<file path="config.mk">
export PLATFORM = sky130hd
export DESIGN_NAME = req_stage
export DESIGN_NICKNAME = d
export VERILOG_FILES = /design/src/hw/cache_pkg.sv /design/src/hw/bus_pkg.sv /design/src/hw/req_stage.sv
export SDC_FILE = /design/constraint.sdc
export NUM_CORES = 1
export LEC_CHECK = 0
export ABC_CLOCK_PERIOD_IN_PS = 2900
export CAP_MARGIN = 20
export CELL_PAD_IN_SITES_DETAIL_PLACEMENT = 0
export CELL_PAD_IN_SITES_GLOBAL_PLACEMENT = 1
export CORE_MARGIN = 2
export CORE_UTILIZATION = 48
export CTS_CLUSTER_DIAMETER = 60
export CTS_CLUSTER_SIZE = 14
export DETAILED_ROUTE_END_ITERATION = 10
export DONT_BUFFER_PORTS = 1
export GPL_TIMING_DRIVEN = 0
export HOLD_SLACK_MARGIN = 0.03
export PLACE_DENSITY = 0.8
export SLEW_MARGIN = 20
export SYNTH_ARGS = -nofsm -noshare
export SYNTH_HDL_FRONTEND = slang
export SYNTH_SLANG_ARGS = --single-unit
</file>
<file path="constraint.sdc">
create_clock -name clk -period 2.9 [get_ports clk]
set_clock_uncertainty 0.15 [all_clocks]
set_input_delay 0.58 -clock clk [delete_from_list [all_inputs] [get_ports clk]]
set_output_delay 0.58 -clock clk [all_outputs]
set_load 0.01 [all_outputs]
</file>
<file path="src/hw/cache_pkg.sv">
`default_nettype none

package cache_pkg;

    localparam int addr_w = 32;
    localparam int word_w = 32;
    localparam int tag_w = 20;
    localparam int index_w = 7;
    localparam int offset_w = 5;
    localparam int sets = 128;
    localparam int words_per_line = 8;

    typedef logic [tag_w-1:0] tag_t;
    typedef logic [index_w-1:0] index_t;
    typedef logic [offset_w-3:0] word_sel_t;   // byte offset minus the 2 byte bits

    // word 0 sits in the low bits
    typedef logic [words_per_line-1:0][word_w-1:0] line_t;

    typedef struct packed {
        logic valid;
        tag_t tag;
    } tagv_t;

    function automatic tag_t addr_tag(logic [addr_w-1:0] a);
        return a[addr_w-1 -: tag_w];
    endfunction

    function automatic index_t addr_index(logic [addr_w-1:0] a);
        return a[offset_w +: index_w];
    endfunction

    function automatic word_sel_t addr_word(logic [addr_w-1:0] a);
        return a[offset_w-1:2];
    endfunction

    function automatic logic [addr_w-1:0] line_addr(tag_t t, index_t i);
        return {t, i, {offset_w{1'b0}}};
    endfunction

endpackage

`default_nettype wire

</file>
<file path="src/hw/bus_pkg.sv">
`default_nettype none

package bus_pkg;

    import cache_pkg::*;

    // processor request, op = 1 for store
    typedef struct packed {
        logic              op;
        logic [3:0]        wstrb;
        logic [addr_w-1:0] addr;
        logic [word_w-1:0] wdata;
    } cpu_req_t;

    // full line write to memory
    typedef struct packed {
        logic [addr_w-1:0] addr;
        line_t             data;
    } mem_wr_t;

    // everything the memory side needs for one miss
    typedef struct packed {
        logic              dirty;
        logic [addr_w-1:0] addr;          // rebuilt from the stored tag
        line_t             line;
        logic [addr_w-1:0] refill_addr;
    } victim_t;

endpackage

`default_nettype wire

</file>
<file path="src/hw/req_stage.sv">
`default_nettype none
`timescale 1ns/1ps

module req_stage
    import cache_pkg::*;
    import bus_pkg::*;
(
    input  logic     clk,
    input  logic     reset,
    input  logic     valid,
    input  cpu_req_t req,
    input  logic     stall,
    output logic     addr_ok,
    output logic     pend_valid,
    output cpu_req_t pend,
    output index_t   ram_index
);

    logic accept;

    assign addr_ok = valid && !stall;
    assign accept = addr_ok;

    // control part, holds under stall
    always_ff @(posedge clk) begin
        if (reset) begin
            pend_valid <= 1'b0;
        end else if (!stall) begin
            pend_valid <= accept;
        end
    end

    // payload part
    always_ff @(posedge clk) begin
        if (accept) begin
            pend <= req;
        end
    end

    // keep the RAM outputs steady while the core is busy
    assign ram_index = stall ? addr_index(pend.addr) : addr_index(req.addr);

endmodule

`default_nettype wire

</file>
==> results_dict.tcl <==
set metrics [dict create \
    outcome "finished, final reports clean" \
    max_freq_mhz 423 \
    end_kind "primary output" \
    grt_pass1_vias 892 \
    die_area_um2 5210 \
    cp_slowest_cell "and2b_4" \
    tightest_slew_ns 0.978 \
    yosysMostFrequentCell "edfxtp_1" \
    finalSetupViolCount 0 \
    synthTopCellsByArea "edfxtp_1 (93%), mux2_4 (4.7%), dfxtp_1 (0.90%), buf_6 (0.50%), mux2i_1 (0.45%)" \
    floorplan.initialDensity 0.505 \
    placed_cells 133 \
    synthCells 81 \
    drc 0 \
    synthesis.nets 154 \
    clk_transition_reported_paths_ns 0.07 \
    peakVddDrop_uv 445 \
    ys_async_sr_fraction 0 \
    ctsResizeCount 0 \
    cts_max_path_buffers 2 \
    core_um2 4410 \
    gp_congestion 0.744 \
    fin_cells 149 \
    grt_pass1_wl_um 4710 \
    area_growth_syn_to_layout_pct 12.5 \
    min_from "reset" \
    cap_viol_max_count 0 \
    vias 838 \
    viasPerCell 5.62 \
    antenna_found_initial 0 \
    diodes 0 \
    synth_seq_cells 70 \
    crit_arrival_ns 1.63 \
    path_cells "buf_6 -> and2b_4" \
    fin_crit_ns 2.36 \
    h-tree-depth 3 \
    drv_slew 0 \
    row_count 24 \
    final_layout_size_suffix_gt1_frac 0.237 \
    cts_buffers 9 \
    grt_util_all_layers 0.135 \
    die_h_um 72.2 \
    critPathTopFamily "simple AND/OR/NAND/NOR gates" \
    cts_hold_buf 0 \
    path_buf_inv 1 \
    fin_nets 165 \
    syn_area_um2 2230 \
    ant_nets 0 \
    post-cts-setup-buffer-count 0 \
    r2r-start "pend_valid" \
    rsz0062_at_grt "no" \
    io_buffer_count 0 \
    clk-insertion-delay-late_ns 0.32 \
    power_density_nw_per_um2 838 \
    crit_path_max_fanout 70 \
    slowest_delay_ns 0.89 \
    hold_violations 0 \
    min_path_type "in -> reg" \
    startpoint "stall" \
    synth.distinct_cells 7 \
    synth-edff-count 69 \
    synth_flop_cell "edfxtp_1" \
    ys_seq_area_frac 0.938 \
    path_class "in -> out" \
    dr.pass1.iters 3 \
    grt_max_degree 71 \
    wl_per_cell_um 24.9 \
    yosys_warnings 0 \
    clock_sinks 70 \
    fin_tns_setup_ns 0 \
    startpoint_type "input port" \
    slew_headroom 0.348 \
    p_leak_nw 0.836 \
    synth.avg_cell_area_um2 27.5 \
    synth_largest_area_cell "edfxtp_1" \
    tritoncts "built" \
    cp.required_ns 2.17 \
    drt-total-wl_um 3710 \
    cts-root-buf "clkbuf_8" \
    die_x_um 72.2 \
    synth_common_cells "edfxtp_1 (69), mux2_4 (7)" \
    synth_top_area_frac 0.929 \
    overflow 0 \
    io_pins 151 \
    period_share 0.815 \
    drt_iter0_drc 33 \
]
metrics by stage:
| stage | hold WS [ns] | util | total power, mW | setup slack [ns] | instance area, um^2 |
|---|---|---|---|---|---|
| 3_3_place_gp | 0.405 | 0.520 | 1.32 | 0.252 | 2300 |
| 3_5_place_dp | 0.422 | 0.520 | 1.32 | 0.527 | 2300 |
| 4_1_cts | 0.157 | 0.569 | 2.13 | 0.522 | 2510 |
| 2_1_floorplan | 0.385 | - | 1.30 | 0.450 | 2230 |
| 5_1_grt | 0.161 | 0.569 | 2.17 | 0.458 | 2510 |
| 6_report | 0.174 | 0.569 | 2.10 | 0.536 | 2510 |
logic make-up after synthesis:
kind of cell           share of synthesized area
flip-flops                                 0.938
multiplexers                              0.0516
AND/OR/NAND/NOR                          0.00561
buffers and inverters                    0.00505
cell type report:
type / count / area [um^2]
clock buffers: 10 / 128
clock inverters: 6 / 85.1
plain buffers: 1 / 11.3
multi-input cells: 10 / 129
fillers: 338 / 1900
well taps: 52 / 65.1
flip-flops and latches: 70 / 2090
power by group:
part	leakage [nW]	switching [mW]	total [mW]	internal, mW
Clock	0.104	0.323	0.806	0.483
Combinational	0.0758	0.0277	0.0435	0.0158
Sequential	0.656	0.0617	1.25	1.19
Total	0.836	0.412	2.10	1.69
sequential cells by signal (all words and copies together) (netlist names):
register    count
pend           69
pend_valid      1
routing by layer:
metal / wire, um / share of wire / GRT usage
met4: 20 / 0.0054 / 0.0755
met2: 2090 / 0.56 / 0.240
met5: 0 / 0 / 0
met3: 485 / 0.13 / 0.0764
met1: 1110 / 0.30 / 0.115
placed cells by master, fill, tap and decap left out, types with 2 or more instances in the layout:
cell        n
bufinv_16   2
clkbuf_8    9
edfxtp_1   69
mux2_4      7
worst paths after layout:
kind / endpoint / slack, ns / depth (start not counted)
setup reg to reg: pend_valid / 2.11 / 2
hold / removal: pend_valid / 0.17 / 1
hold reg to reg: pend_valid / 0.42 / 2
setup / recovery: addr_ok / 0.54 / 2
Note: power is estimated with default switching activity, not from simulation.
