`src/hw/cache_pkg.sv`:
```
`default_nettype none

package cache_pkg;

    localparam int addr_w = 32;
    localparam int word_w = 32;
    localparam int tag_w = 20;
    localparam int index_w = 7;
    localparam int offset_w = 5;
    localparam int sets = 128;
    localparam int words_per_line = 8;

    typedef logic [tag_w-1:0] tag_t;
    typedef logic [index_w-1:0] index_t;
    typedef logic [offset_w-3:0] word_sel_t;   // byte offset minus the 2 byte bits

    // word 0 sits in the low bits
    typedef logic [words_per_line-1:0][word_w-1:0] line_t;

    typedef struct packed {
        logic valid;
        tag_t tag;
    } tagv_t;

    function automatic tag_t addr_tag(logic [addr_w-1:0] a);
        return a[addr_w-1 -: tag_w];
    endfunction

    function automatic index_t addr_index(logic [addr_w-1:0] a);
        return a[offset_w +: index_w];
    endfunction

    function automatic word_sel_t addr_word(logic [addr_w-1:0] a);
        return a[offset_w-1:2];
    endfunction

    function automatic logic [addr_w-1:0] line_addr(tag_t t, index_t i);
        return {t, i, {offset_w{1'b0}}};
    endfunction

endpackage

`default_nettype wire

```
`src/hw/bus_pkg.sv`:
```
`default_nettype none

package bus_pkg;

    import cache_pkg::*;

    // processor request, op = 1 for store
    typedef struct packed {
        logic              op;
        logic [3:0]        wstrb;
        logic [addr_w-1:0] addr;
        logic [word_w-1:0] wdata;
    } cpu_req_t;

    // full line write to memory
    typedef struct packed {
        logic [addr_w-1:0] addr;
        line_t             data;
    } mem_wr_t;

    // everything the memory side needs for one miss
    typedef struct packed {
        logic              dirty;
        logic [addr_w-1:0] addr;          // rebuilt from the stored tag
        line_t             line;
        logic [addr_w-1:0] refill_addr;
    } victim_t;

endpackage

`default_nettype wire

```
`src/hw/mem_port.sv`:
```
`default_nettype none
`timescale 1ns/1ps

module mem_port
    import cache_pkg::*;
    import bus_pkg::*;
(
    input  logic              clk,
    input  logic              reset,
    input  logic              miss_start,
    input  victim_t           victim,
    input  logic              wr_rdy,
    input  logic              rd_rdy,
    input  logic              ret_valid,
    input  line_t             ret_data,
    output logic              wr_req,
    output mem_wr_t           wr,
    output logic              rd_req,
    output logic [addr_w-1:0] rd_addr,
    output logic              refill_valid,
    output line_t             refill_line
);

    typedef enum logic [1:0] {
        m_idle,
        m_wb,
        m_rreq,
        m_wait
    } mstate_t;

    mstate_t state;
    victim_t wb_q;   // write-back buffer

    always_ff @(posedge clk) begin
        if (reset) begin
            state <= m_idle;
        end else begin
            case (state)
                m_idle: begin
                    if (miss_start) begin
                        state <= victim.dirty ? m_wb : m_rreq;
                    end
                end
                m_wb: begin
                    if (wr_rdy) begin
                        state <= m_rreq;
                    end
                end
                m_rreq: begin
                    if (rd_rdy) begin
                        state <= m_wait;
                    end
                end
                default: begin
                    if (ret_valid) begin
                        state <= m_idle;
                    end
                end
            endcase
        end
    end

    always_ff @(posedge clk) begin
        if (state == m_idle && miss_start) begin
            wb_q <= victim;
        end
    end

    assign wr_req = (state == m_wb) && wr_rdy;   // one cycle, only when accepted
    assign wr = '{addr: wb_q.addr, data: wb_q.line};

    assign rd_req = (state == m_rreq);
    assign rd_addr = wb_q.refill_addr;

    assign refill_valid = (state == m_wait) && ret_valid;
    assign refill_line = ret_data;

endmodule

`default_nettype wire

```
`config.mk`:
```
export PLATFORM = sky130hd
export DESIGN_NAME = mem_port
export DESIGN_NICKNAME = d
export VERILOG_FILES = /design/src/hw/cache_pkg.sv /design/src/hw/bus_pkg.sv /design/src/hw/mem_port.sv
export SDC_FILE = /design/constraint.sdc
export NUM_CORES = 1
export LEC_CHECK = 0
export BUFFER_PORTS_ARGS = -buffer_cell sky130_fd_sc_hd__buf_4
export CAP_MARGIN = 15
export CORE_AREA = 2 2 457 459
export CTS_BUF_LIST = sky130_fd_sc_hd__clkbuf_8 sky130_fd_sc_hd__clkbuf_16
export CTS_CLUSTER_DIAMETER = 200
export DETAILED_ROUTE_END_ITERATION = 10
export DIE_AREA = 0 0 459 461
export HOLD_SLACK_MARGIN = 0.12
export PLACE_DENSITY = 0.3
export SYNTH_ARGS = -nofsm -noshare
export SYNTH_HDL_FRONTEND = slang
export SYNTH_SLANG_ARGS = --single-unit
```
`constraint.sdc`:
```
create_clock -name clk -period 14.9 [get_ports clk]
set_input_delay 0.745 -clock clk [delete_from_list [all_inputs] [get_ports clk]]
set_output_delay 0.745 -clock clk [all_outputs]
set_load 0.03 [all_outputs]
```
==> results of run 1 <==
-- final timing paths --
kind	to	cells after the start	slack, ps
max	wr[250]	5	11280
min	rd_addr[11]	1	310
max reg2reg	wr[250]	5	11280
min reg2reg	state[1]	2	550
-- sequential cells by signal (all words and copies together) (netlist names) --
signal / count
wr: 288
state: 2
rd_addr: 32
-- power by group --
part	total, uW	internal, uW	switching [uW]
Clock	1020	584	435
Sequential	1360	1280	83.6
Combinational	1030	330	699
Total	3410	2190	1220
-- cell families after synthesis --
family,synth area share
adder cells (fa/ha/maj),0.004249
multiplexers,0.002124
AND/OR/NAND/NOR,0.007222
AO/OA/AOI/OAI,0.003186
buffers and inverters,0.1641
flip-flops,0.8191
-- through the flow --
| step | area (um^2) | total power (uW) | std cells |
|---|---|---|---|
| 2_1_floorplan | 11780 | 2082 | 602 |
| 3_3_place_gp | 18150 | 2452 | 3703 |
| 3_5_place_dp | 18150 | 2441 | 3703 |
| 4_1_cts | 19510 | 3507 | 3783 |
| 5_1_grt | 19510 | 3560 | 3783 |
| 6_report | 19530 | 3409 | 3791 |
-- layer usage --
layer / routed length [um] / GRT usage
met1: 19080 / 0.04764
met2: 33120 / 0.1002
met3: 7732 / 0.03172
met4: 3799 / 0.03360
met5: 218 / 0
-- placed cells by master (no fill, tap or decap), drive strengths merged --
cell type / synthesis / layout
clkinv: 0 / 17
o21ai: 1 / 1
clkinvlp: 0 / 4
edfxtp: 320 / 320
dfxtp: 2 / 2
diode: 0 / 8
ha: 4 / 4
nand3b: 1 / 1
a21oi: 1 / 1
and2: 3 / 3
nor2: 2 / 2
nand2b: 2 / 2
mux2: 1 / 1
nor4: 1 / 1
bufinv: 0 / 3
inv: 3 / 16
clkbuf: 0 / 43
buf: 256 / 653
mux2i: 1 / 1
nor2b: 3 / 3
a2111oi: 1 / 1
-- area by class of cell --
cell class | instances | area [um^2] | share of cell area
clock buffer | 43 | 1076 | 0.05509
multi-input combinational | 21 | 200.2 | 0.01025
clock inverter | 37 | 290.3 | 0.01486
sequential | 322 | 9649 | 0.4940
antenna | 8 | 20.02 | 0.001025
inverter | 3 | 11.26 | 0.0005765
tap | 2704 | 3383 | 0.1732
timing repair buffer | 653 | 4902 | 0.2510
-- critical path, stage by stage (launching register included) --
cell	delay [ps]
dfxtp_1	360
inv_1	100
ha_1	240
and2_4	540
buf_4	870
buf_4	920
==> metrics, run 1 <==
Final Cycle Share 0.2427; Slew @ Worst Pin 1082 ps; Lkg Pwr 0.007006 uW; final worst-path setup slack 11280 ps; Vias 6868; syn avg cell area 19.57 um^2; Area Growth Syn to Fin 65.81%; Critical Path Start state[1]; post-synth top area share 0.8157; Synth area leader edfxtp_1; Vias/cell 1.812; largest net degree at the start of global routing 80; Max Root-Sink Buffers 3; Commonest cells post-synth edfxtp_1 (320), buf_4 (256), ha_1 (4); drt pass-1 iters 5; clk_lat worst skew 610 ps; nature of the critical path startpoint register; Num CTS Buffers 43; first-pass GRT wire length 76.96 mm; Hold-fix buffers, CTS 0; worst path required time 15090 ps; Crit Path Max Fanout 79; Setup TNS Final 0 ps; chip width 459 um; vias in the first global route 6929; sequential cell area fraction in the yosys report 0.8191; Worst Path Arrival 3810 ps; row cnt 167; DR iter-0 viols 352; setup violators final 0; most numerous cell in the Yosys netlist edfxtp_1; Filler Cells Inserted 23686; total I/O pin count 1162; clk sinks 322; final hold violations 0; final wirelength 63.95 mm; DR WL/cell 16.87 um; GRT Util Overall 0.05579; CTS tree done; status finished, final reports clean; gr ovfl total 0; top_reg_cell synth edfxtp_1; core box area 206400 um^2; Syn. warnings 0; pre-CTS setup slack 11040 ps; Synth Register Bits 322; top cells by area, synth edfxtp_1 (82%), buf_4 (16%), ha_1 (0.42%), dfxtp_1 (0.34%), a2111oi_4 (0.23%); cell count after synthesis 602; library cells used by synthesis 17; Die Ht 461 um; Async SR Flop Fraction 0; post-CTS setup buffer count 0; DP Wirelength 53.11 mm; RR Startpoint state[1]; Hold WC Path Type input port to register; clock skew 26.23 ps; Initial Utilization 0.05706; Port Buffer Count 649; hold_sp victim[11]; Worst VDD drop 0.06634 mV; Post-synth EDFFs 320; Fin Hold WS 306.6 ps; clock root buffer clkbuf_16; clock-pin slew on the worst setup and hold paths 70 ps; cells resized by post-CTS repair 0; Syn Std Cell Area 11780 um^2; max-cap viol count 0; Max-slew headroom 0.2784; final-report max-slew violation count 0; initial antenna violation count 32; die area 211600 um^2; Period minus WS final 3616 ps; share of cells above drive strength 1 0.6682; RSZ-0062 raised after global routing false; # DRC 0; Max Clk Rate 276.5 MHz; syn_nets 1189; routability cong. 0.7128; power per standard cell area 174.5 nW/um^2; post-layout util 0.09461; Final ANT Viol Nets 0; htree depth 2; Setup CP Type register to register; NumNets Final 1631; crit path capture type register
Note: power is estimated with default switching activity, not from simulation.
==> run 2, diff against run 1 <==
- clock period: 14.9 -> 3.2 ns (I/O delays scaled with it)
==> run 2 against run 1 <==
Effect of this change:
- die area is the same
- critical path depth grew 1
- combinational power grew to 5.1 times the previous value
- via count grew 17%
==> metrics, run 2 (synthesis gave the netlist of run 1 again) <==
CP max-delay cell dlygate4sd3_1; Final ANT Viol Nets 0 (unchanged); Fin Hold WS 280.8 ps (-25.79 ps); clock-pin slew on the worst setup and hold paths 60 ps (about the same); final hold violations 0 (unchanged); DP Wirelength 58.06 mm (+9.3%); row cnt 167 (unchanged); Setup CP Type register to register; setup violators final 0 (unchanged); slowest stage delay, CP 540 ps (-380 ps); Worst Path Arrival 2610 ps (-1200 ps); GRT Util Overall 0.06156 (+0.005773); drt pass-1 iters 4 (-1); clk sinks 322 (unchanged); Die Ht 461 um (unchanged); Num CTS Buffers 38 (-12%); Vias 8063 (+17%); Crit Path Max Fanout 5 (-94%); Hold WC Path Type input port to register; routability cong. 0.7287 (+2.2%); # DRC 0 (unchanged); final-report max-slew violation count 0 (unchanged); Hold-fix buffers, CTS 324 (+324); Inst Count DP 3717 (+0.38%); DR WL/cell 16.93 um (+0.35%); first-pass GRT wire length 86.62 mm (+13%); final wirelength 69.57 mm (+8.8%); chip width 459 um (unchanged); CP cell instances inv_2, ha_4, nor2b_4, a2111oi_4, mux2_4, dlygate4sd3_1; NumNets Final 1964 (+20%); core box area 206400 um^2 (unchanged); max-cap viol count 0 (unchanged); die area 211600 um^2 (unchanged); most frequent cells in the layout buf_4 (666), dlygate4sd3_1 (324), edfxtp_1 (320); htree depth 2 (unchanged); CTS tree done; status finished, final reports clean; worst path required time 3650 ps (-11440 ps); Setup TNS Final 0 ps (unchanged); post-CTS setup buffer count 0 (unchanged); vias in the first global route 8576 (+24%); clk_lat worst skew 560 ps (-50 ps); Final Cycle Share 0.6765 (+0.4338); gr ovfl total 0 (unchanged); crit path capture type register; power per standard cell area 700.1 nW/um^2 (+300%); total I/O pin count 1162 (unchanged); cells resized by post-CTS repair 0 (unchanged); Worst VDD drop 0.3060 mV (+360%); non-filler cells in the finished layout 4110 (+8.4%); Area Growth Syn to Fin 92.88%; Vias/cell 1.962 (+8.3%); largest net degree at the start of global routing 54 (-33%); Initial Utilization 0.05706 (unchanged); RSZ-0062 raised after global routing false; nature of the critical path startpoint register; Filler Cells Inserted 23498 (-0.79%); share of cells above drive strength 1 0.5182 (-0.1500); PnR Total Power 15910 uW (+370%); Slew @ Worst Pin 594.0 ps (-488.4 ps); Lkg Pwr 0.008365 uW (+19%); max FFs per register 288 (unchanged); Period minus WS final 2165 ps (-1451 ps); clock skew 22.10 ps (-4.126 ps); initial antenna violation count 9 (-72%); post-layout util 0.1101 (+0.01545); Max-slew headroom 0.6040 (+0.3256); Max Root-Sink Buffers 3 (unchanged); Max Clk Rate 461.9 MHz (+67%); clock root buffer clkbuf_16; DR iter-0 viols 410 (+16%); most common cell after layout, fill and taps aside buf_4; Port Buffer Count 649 (unchanged)
run 2: cell count changes in the layout (fill, tap and decap cells not counted), moves of 3 or more:
cell,before,now
dlygate4sd3_1,0,324
inv_6,3,0
clkbuf_16,43,38
clkinvlp_4,4,1
clkinv_2,8,5
clkinv_1,9,5
diode_2,8,3
buf_4,653,666
run 2: worst max-delay path: cells and delay by family (launching register included):
| family | cells | cell delay, ps |
|---|---|---|
| flops | 1 | 390 |
| compound gates | 1 | 400 |
| mux | 1 | 330 |
| buf+inv | 2 | 620 |
| fa+ha+maj | 1 | 180 |
| simple gates | 1 | 130 |
run 2: layer usage:
metal | up-vias | track usage | share of wire
met5 | - | 0 | 0.00024
met4 | 2 | 0.05020 | 0.086
met3 | 204 | 0.02351 | 0.095
met2 | 547 | 0.1088 | 0.51
met1 | 3840 | 0.05613 | 0.31
li1 | 3470 | - | -
run 2: final timing paths:
| kind | from | slack (ps) | end | depth (start not counted) |
|---|---|---|---|---|
| max | state[0] | 1040 | state[0] | 6 |
| min | miss_start | 280 | wr[249] | 2 |
| max reg2reg | state[0] | 1040 | state[0] | 6 |
| min reg2reg | state[1] | 1060 | state[1] | 3 |
run 2: layout make-up:
class                   instances  area [um^2]  area share
inverters                       3        11.26   0.0004956
repair buffers                991         8263      0.3637
multi-input cells              21        212.7    0.009361
diodes                          3        7.507   0.0003304
clock buffers                  38        950.9     0.04185
clock inverters                28        242.7     0.01068
flip-flops and latches        322         9651      0.4247
well taps                    2704         3383      0.1489
run 2: report_power, final:
part           internal (uW)  switching (uW)
Sequential              5930             409
Combinational           1880            3380
Clock                   2480            1820
run 2: through the flow:
step | cell area, um^2 | worst slack [ps]
floorplan | 11800 | -31.51
global placement | 18280 | 1027
detailed placement | 18280 | 1025
CTS | 22710 | 1005
global route | 22720 | 921.2
finish | 22720 | 1035
